`src/design/rx_ingress_pkg.sv`:
```
// queue depths, fill thresholds, word types and fsm encodings of the rx ingress path
`default_nettype none

package rx_ingress_pkg;

   // queue geometry
   localparam int DATA_DEPTH      = 64;
   localparam int STATUS_DEPTH    = 8;
   // longest frame the mac will hand over
   localparam int MAX_FRAME_BEATS = 16;

   // one beat of the mac stream
   typedef logic [63:0] beat_data_t;
   typedef logic [7:0]  beat_keep_t;
   // data queue word holding last, keep and data from the top down
   typedef logic [72:0] data_entry_t;
   // per-frame status byte
   typedef logic [7:0]  frame_status_t;
   // fill count runs 0 to 64 inclusive
   typedef logic [6:0]  data_count_t;
   // credits held by the reader, 0 to 4
   typedef logic [2:0]  credit_count_t;

   // first beat must find room for a full-length frame
   localparam data_count_t ROOM_LEVEL  = data_count_t'(DATA_DEPTH - MAX_FRAME_BEATS);
   // half full
   localparam data_count_t PAUSE_LEVEL = 7'd32;
   // pause length agreed with the mac side
   localparam int PAUSE_QUANTA = 128;
   localparam credit_count_t CREDIT_MAX = 3'd4;
   // mac error flag inside the status byte
   localparam int STATUS_ERR_BIT = 0;

   // writer fsm
   typedef enum logic [1:0] {wr_idle, wr_pass, wr_drop} writer_state_t;
   // reader fsm
   typedef enum logic [1:0] {rd_idle, rd_send, rd_discard} reader_state_t;

endpackage

`default_nettype wire
```
`src/design/rx_ingress_top.sv`:
```
// rx ingress top level joining frame writer, frame buffer and frame reader
`timescale 1ns/1ps
`default_nettype none

module rx_ingress_top
   import rx_ingress_pkg::*;
(
   input  logic       rx_clk,
   input  logic       sys_rst,
   input  beat_data_t rx_axis_mac_tdata,
   input  beat_keep_t rx_axis_mac_tkeep,
   input  logic       rx_axis_mac_tlast,
   input  logic       rx_axis_mac_tuser,
   input  logic       rx_axis_mac_tvalid,
   output logic       pause_req,
   output beat_data_t out_data,
   output beat_keep_t out_keep,
   output logic       out_last,
   output logic       out_valid,
   input  logic       out_credit
);

   // writer side of the queues
   data_entry_t   data_wdata;
   logic          data_wren;
   frame_status_t status_wdata;
   logic          status_wren;
   data_count_t   data_count;
   logic          status_full;
   // reader side of the queues
   data_entry_t   data_rdata;
   logic          data_rden;
   logic          data_empty;
   frame_status_t status_rdata;
   logic          status_rden;
   logic          status_empty;

   rx_frame_writer writer0 (
      .rx_clk             (rx_clk),
      .sys_rst            (sys_rst),
      .rx_axis_mac_tdata  (rx_axis_mac_tdata),
      .rx_axis_mac_tkeep  (rx_axis_mac_tkeep),
      .rx_axis_mac_tlast  (rx_axis_mac_tlast),
      .rx_axis_mac_tuser  (rx_axis_mac_tuser),
      .rx_axis_mac_tvalid (rx_axis_mac_tvalid),
      .data_count         (data_count),
      .status_full        (status_full),
      .data_wdata         (data_wdata),
      .data_wren          (data_wren),
      .status_wdata       (status_wdata),
      .status_wren        (status_wren),
      .pause_req          (pause_req)
   );

   rx_frame_buffer buffer0 (
      .rx_clk       (rx_clk),
      .sys_rst      (sys_rst),
      .data_wdata   (data_wdata),
      .data_wren    (data_wren),
      .data_rden    (data_rden),
      .data_rdata   (data_rdata),
      .data_empty   (data_empty),
      .data_count   (data_count),
      .status_wdata (status_wdata),
      .status_wren  (status_wren),
      .status_rden  (status_rden),
      .status_rdata (status_rdata),
      .status_empty (status_empty),
      .status_full  (status_full)
   );

   rx_frame_reader reader0 (
      .rx_clk       (rx_clk),
      .sys_rst      (sys_rst),
      .data_rdata   (data_rdata),
      .data_empty   (data_empty),
      .data_rden    (data_rden),
      .status_rdata (status_rdata),
      .status_empty (status_empty),
      .status_rden  (status_rden),
      .out_data     (out_data),
      .out_keep     (out_keep),
      .out_last     (out_last),
      .out_valid    (out_valid),
      .out_credit   (out_credit)
   );

endmodule

`default_nettype wire

```
`src/design/rx_frame_reader.sv`:
```
// frame reader driven by status entries, error-frame discard and credit-counted output
`timescale 1ns/1ps
`default_nettype none

module rx_frame_reader
   import rx_ingress_pkg::*;
(
   input  logic          rx_clk,
   input  logic          sys_rst,
   input  data_entry_t   data_rdata,
   input  logic          data_empty,
   output logic          data_rden,
   input  frame_status_t status_rdata,
   input  logic          status_empty,
   output logic          status_rden,
   output beat_data_t    out_data,
   output beat_keep_t    out_keep,
   output logic          out_last,
   output logic          out_valid,
   input  logic          out_credit
);

   reader_state_t state;
   reader_state_t state_nxt;
   credit_count_t credit;
   // head beat goes out this cycle
   logic          beat_go;
   // head beat of an error frame is thrown away
   logic          beat_drop;
   logic          head_last;

   assign head_last = data_rdata[72];

   // good frame needs data and a credit
   assign beat_go   = (state == rd_send) && !data_empty && (credit != '0);
   // error frame drains at full rate
   assign beat_drop = (state == rd_discard) && !data_empty;

   // status popped as the frame begins
   assign status_rden = (state == rd_idle) && !status_empty;
   assign data_rden   = beat_go || beat_drop;

   always_comb
   begin
      state_nxt = state;
      case (state)
         rd_idle:
            if (!status_empty)
            begin
               state_nxt = status_rdata[STATUS_ERR_BIT] ? rd_discard : rd_send;
            end
         rd_send:
            if (beat_go && head_last)
            begin
               state_nxt = rd_idle;
            end
         rd_discard:
            if (beat_drop && head_last)
            begin
               state_nxt = rd_idle;
            end
         default:
            state_nxt = rd_idle;
      endcase
   end

   always_ff @(posedge rx_clk or posedge sys_rst)
   begin
      if (sys_rst)
      begin
         state     <= rd_idle;
         credit    <= CREDIT_MAX;
         out_valid <= 1'b0;
      end
      else
      begin
         state     <= state_nxt;
         out_valid <= beat_go;
         // returned credit and spent credit may meet on one edge
         case ({out_credit, beat_go})
            2'b10:   credit <= credit + credit_count_t'(1);
            2'b01:   credit <= credit - credit_count_t'(1);
            default: credit <= credit;
         endcase
      end
   end

   // output beat captured from the head entry
   always_ff @(posedge rx_clk)
   begin
      if (beat_go)
      begin
         out_data <= data_rdata[63:0];
         out_keep <= data_rdata[71:64];
         out_last <= head_last;
      end
   end

endmodule

`default_nettype wire

```
`src/design/rx_frame_buffer.sv`:
```
// data and status queues, first-word-fall-through, with data fill count
`timescale 1ns/1ps
`default_nettype none

module rx_frame_buffer
   import rx_ingress_pkg::*;
(
   input  logic          rx_clk,
   input  logic          sys_rst,
   input  data_entry_t   data_wdata,
   input  logic          data_wren,
   input  logic          data_rden,
   output data_entry_t   data_rdata,
   output logic          data_empty,
   output data_count_t   data_count,
   input  frame_status_t status_wdata,
   input  logic          status_wren,
   input  logic          status_rden,
   output frame_status_t status_rdata,
   output logic          status_empty,
   output logic          status_full
);

   localparam int DATA_AW   = $clog2(DATA_DEPTH);
   localparam int STATUS_AW = $clog2(STATUS_DEPTH);

   // beat storage
   data_entry_t          data_mem [DATA_DEPTH];
   logic [DATA_AW-1:0]   data_wptr;
   logic [DATA_AW-1:0]   data_rptr;
   logic                 data_push;
   logic                 data_pop;
   // status storage
   frame_status_t        status_mem [STATUS_DEPTH];
   logic [STATUS_AW-1:0] status_wptr;
   logic [STATUS_AW-1:0] status_rptr;
   logic [STATUS_AW:0]   status_count;
   logic                 status_push;
   logic                 status_pop;

   // head entry straight from the array
   assign data_rdata   = data_mem[data_rptr];
   assign status_rdata = status_mem[status_rptr];

   assign data_empty   = (data_count == '0);
   assign status_empty = (status_count == '0);
   assign status_full  = (status_count == (STATUS_AW+1)'(STATUS_DEPTH));

   // overflow and underflow guarded here as well
   assign data_push   = data_wren && (data_count != data_count_t'(DATA_DEPTH));
   assign data_pop    = data_rden && !data_empty;
   assign status_push = status_wren && !status_full;
   assign status_pop  = status_rden && !status_empty;

   always_ff @(posedge rx_clk)
   begin
      if (data_push)
      begin
         data_mem[data_wptr] <= data_wdata;
      end
      if (status_push)
      begin
         status_mem[status_wptr] <= status_wdata;
      end
   end

   always_ff @(posedge rx_clk or posedge sys_rst)
   begin
      if (sys_rst)
      begin
         data_wptr    <= '0;
         data_rptr    <= '0;
         data_count   <= '0;
         status_wptr  <= '0;
         status_rptr  <= '0;
         status_count <= '0;
      end
      else
      begin
         // pointers wrap on their own width
         if (data_push)
            data_wptr <= data_wptr + DATA_AW'(1);
         if (data_pop)
            data_rptr <= data_rptr + DATA_AW'(1);
         // push and pop together leave the count alone
         case ({data_push, data_pop})
            2'b10:   data_count <= data_count + data_count_t'(1);
            2'b01:   data_count <= data_count - data_count_t'(1);
            default: data_count <= data_count;
         endcase
         if (status_push)
            status_wptr <= status_wptr + STATUS_AW'(1);
         if (status_pop)
            status_rptr <= status_rptr + STATUS_AW'(1);
         case ({status_push, status_pop})
            2'b10:   status_count <= status_count + (STATUS_AW+1)'(1);
            2'b01:   status_count <= status_count - (STATUS_AW+1)'(1);
            default: status_count <= status_count;
         endcase
      end
   end

endmodule

`default_nettype wire

```
`src/design/rx_frame_writer.sv`:
```
// frame writer with per-frame keep or drop decision, registered queue writes and pause request
`timescale 1ns/1ps
`default_nettype none

module rx_frame_writer
   import rx_ingress_pkg::*;
(
   input  logic          rx_clk,
   input  logic          sys_rst,
   input  beat_data_t    rx_axis_mac_tdata,
   input  beat_keep_t    rx_axis_mac_tkeep,
   input  logic          rx_axis_mac_tlast,
   input  logic          rx_axis_mac_tuser,
   input  logic          rx_axis_mac_tvalid,
   input  data_count_t   data_count,
   input  logic          status_full,
   output data_entry_t   data_wdata,
   output logic          data_wren,
   output frame_status_t status_wdata,
   output logic          status_wren,
   output logic          pause_req
);

   writer_state_t state;
   writer_state_t state_nxt;
   // fill count plus a beat still on its way into the queue
   logic [7:0]    fill_now;
   logic          keep_ok;
   logic          beat_keep;

   // last beat of the previous frame may still be in flight
   assign fill_now = {1'b0, data_count} + {7'b0, data_wren};

   // room for a maximum-length frame and a free status slot
   // status_full is settled here since the mac leaves a gap between frames
   assign keep_ok = (fill_now <= {1'b0, ROOM_LEVEL}) && !status_full;

   // beat belongs to a kept frame
   // first beat decides on the spot, later beats follow the state
   assign beat_keep = rx_axis_mac_tvalid &&
                      ((state == wr_idle && keep_ok) || state == wr_pass);

   always_comb
   begin
      state_nxt = state;
      case (state)
         wr_idle:
            // single-beat frame stays in idle
            if (rx_axis_mac_tvalid && !rx_axis_mac_tlast)
            begin
               state_nxt = keep_ok ? wr_pass : wr_drop;
            end
         wr_pass,
         wr_drop:
            // a started frame always runs to its last beat
            if (rx_axis_mac_tvalid && rx_axis_mac_tlast)
            begin
               state_nxt = wr_idle;
            end
         default:
            state_nxt = wr_idle;
      endcase
   end

   always_ff @(posedge rx_clk or posedge sys_rst)
   begin
      if (sys_rst)
      begin
         state       <= wr_idle;
         data_wren   <= 1'b0;
         status_wren <= 1'b0;
         pause_req   <= 1'b0;
      end
      else
      begin
         state       <= state_nxt;
         // write one cycle after the beat
         data_wren   <= beat_keep;
         // status lands with the last beat
         status_wren <= beat_keep && rx_axis_mac_tlast;
         // one cycle behind the count
         pause_req   <= (data_count >= PAUSE_LEVEL);
      end
   end

   // payload follows the stream every cycle
   // only the enables decide what is stored
   always_ff @(posedge rx_clk)
   begin
      data_wdata                   <= {rx_axis_mac_tlast, rx_axis_mac_tkeep, rx_axis_mac_tdata};
      status_wdata                 <= '0;
      // tuser only means something on the last beat
      status_wdata[STATUS_ERR_BIT] <= rx_axis_mac_tuser;
   end

endmodule

`default_nettype wire

```
`config.mk`:
```
export PLATFORM = sky130hd
export DESIGN_NAME = rx_ingress_top
export DESIGN_NICKNAME = d
export VERILOG_FILES = /design/src/design/rx_ingress_pkg.sv /design/src/design/rx_ingress_top.sv /design/src/design/rx_frame_reader.sv /design/src/design/rx_frame_buffer.sv /design/src/design/rx_frame_writer.sv
export SDC_FILE = /design/constraint.sdc
export NUM_CORES = 2
export LEC_CHECK = 0
export CAP_MARGIN = 20
export CELL_PAD_IN_SITES_DETAIL_PLACEMENT = 1
export CELL_PAD_IN_SITES_GLOBAL_PLACEMENT = 1
export CORE_MARGIN = 2
export CORE_UTILIZATION = 29
export DETAILED_ROUTE_END_ITERATION = 10
export DONT_BUFFER_PORTS = 1
export GPL_TIMING_DRIVEN = 0
export PLACE_DENSITY_LB_ADDON = 0.1
export SETUP_SLACK_MARGIN = 0.5
export SLEW_MARGIN = 20
export SYNTH_ARGS = -nofsm -noshare
export SYNTH_HDL_FRONTEND = slang
export SYNTH_HIERARCHICAL = 1
export SYNTH_MEMORY_MAX_BITS = 65536
export SYNTH_SLANG_ARGS = --single-unit
```
`constraint.sdc`:
```
create_clock -name rx_clk -period 11.2 [get_ports rx_clk]
set_clock_uncertainty 0.1 [all_clocks]
set_input_delay 1.12 -clock rx_clk [delete_from_list [all_inputs] [get_ports rx_clk]]
set_output_delay 1.12 -clock rx_clk [all_outputs]
set_load 0.01 [all_outputs]
```
==> reports/summary.txt <==
Status: complete, no violations
Pleak: 72.1 nW
Total Wirelength: 796000 µm
Maximum VDD drop: 0.000171 V
Slew margin rel.: 15.6%
Hold Fails Final Rpt: 0
Clock buffer count from CTS: 575
Gates resized, CTS repair: 0
Met2 routed WL: 371000 µm
Antenna Nets Post-Route: 0
Initial DRC Count: 13.9k
CORE AREA: 635000 µm²
WL met3: 48400 µm
Num ports: 153
Syn Area/Cell: 22.6 µm²
Vias in the first global route: 99.0k
WS Path Type: flop to flop
Period utilization: 50.3%
Initial antenna violation count: 97
Uppermost layer routed: met5
Vias per inst: 5.35
Synth-to-Final Area Change: 23.1%
Worst hold slack: 0.209 ns
Final setup vio count: 0
HP Class: input pin to flop
Layout cell share with drive strength beyond 1: 30.6%
Vias: 97.7k
Max Slew Vio Count: 0
# rows: 293
Worst-path clk slew: 0.06 ns
CTS max path bufs: 4
Post-route cell area: 227000 µm²
DP HPWL: 579000 µm
First-pass GRT wire length: 1020000 µm
Total gr overflow: 0
Starting Density: 29.1%
Sinks on Clock Net: 4867
CTS tree: yes
Dpl cell area: 208000 µm²
Die W: 802 µm
Remaining DRCs: 0
Total track usage: 24.3%
Critical path arrival: 6.38 ns
H-tree depth: 6
Die area: 643000 µm²
Root Driver: clkbuf_16
Max Cap Viol: 0
Fmax: 0.178 GHz
Yosys warning count: 6
Worst path required time: 11.94 ns
Fin crit period: 5.63 ns
# port buffers: 0
1st-pass router iterations: 5
Design Power: 59.6 mW
Syn Inst Count: 8154
Largest net degree at the start of global routing: 65
Pwr dens: 262 nW/µm²
Synthesized area: 185000 µm²
Worst-Skew Late Latency: 1.13 ns
Die H: 802 µm
GPL Wtd Cong: 0.798
Final nets: 9465
Net count after synthesis: 8253
DR WL/cell: 43.6 µm
CP max FO: 10
Startpoint types: flop
CP endpoint kind: flop
Met1 WL: 344000 µm
RSZ-0062 raised after global routing: no
Worst-Margin Slew: 1.26 ns
## flip-flops by register name, indices dropped and copies added (netlist names), 2 cells and up
name and count:
buffer0/data_count 7, buffer0/data_mem 4672, buffer0/data_rptr 6, buffer0/data_wptr 6
buffer0/status_count 4, buffer0/status_mem 8, buffer0/status_rptr 3, buffer0/status_wptr 3
reader0/credit 3, reader0/out_data 64, reader0/out_keep 8, reader0/state 2
writer0/data_wdata 73, writer0/state 2
## worst paths after layout
check,startpoint,endpoint,slack (ns),cells past startpoint
max,buffer0/data_rptr[2],reader0/out_keep[7],5.57,8
min,rx_axis_mac_tvalid,writer0/status_wren,0.21,2
max reg2reg,buffer0/data_rptr[2],reader0/out_keep[7],5.57,8
min reg2reg,writer0/data_wdata[70],buffer0/data_mem[22][70],0.40,0
max in group asynchronous,sys_rst,buffer0/data_rptr[2],9.96,3
min in group asynchronous,sys_rst,writer0/pause_req,0.33,2
## area by class of cell
cell class	count	area [µm²]
Fill cell	60600	408000
Tap cell	8407	10500
Clock buffer	753	15300
Multi-Input combinational cell	2808	37500
Timing Repair Buffer	635	13100
Buffer	451	2550
Clock inverter	289	2710
Inverter	28	105
Sequential cell	4867	145000
Antenna cell	18	45.0
## power breakdown
part           internal [mW]  switching (mW)  total (mW)
logic                   6.73            13.4        20.2
registers               20.6           0.416        21.0
clock network           10.4            7.99        18.4
total                   37.8            21.8        59.6
## critical path, cell delays in order (launching register included)
cell and delay (ns):
dfrtp_1 0.66, buf_2 0.72, buf_2 0.58, buf_2 0.63
clkbuf_1 0.78, mux4_2 0.48, nor2_1 0.87, o32ai_2 0.22
buf_4 0.26
## repair_timing
action / 4_1_cts / 5_1_grt
hold buffers: 76 / 0
buffers inserted: 0 / 0
endpoints found under the hold margin: 103 / 0
## layout by cell type, fill, tap and decap left out, drive strengths merged, types with 19 or more instances in the layout
cell            n
a2111oi        35
a211oi         37
a21oi         139
a221oi         47
buf           827
bufinv         31
clkbuf        936
clkinv        221
dfrtp          39
dfxtp          74
dlygate4sd3    76
edfxtp       4753
inv            53
mux2           36
mux2i         488
mux4         1081
nand2         147
nor2          188
nor2b          19
nor3           39
o21ai         154
o221ai         69
o22ai          89
## routing by layer
layer	vias to the layer above	global-route usage (%)
met5	-	0
met4	14	8.35
met3	1008	3.20
met2	4108	38.8
met1	55400	34.2
li1	37200	-
## through the flow
step	TNS, ns	util (%)	setup WS, ns	instances
3_5_place_dp	0	32.8	5.59	17100
4_1_cts	0	35.8	5.62	18200
6_report	0	35.8	5.57	18300
3_3_place_gp	-9584.63	30.7	-12.56	16600
5_1_grt	0	35.8	5.70	18200
2_1_floorplan	0	-	1.40	8154
(Power assumes the default switching activity.)
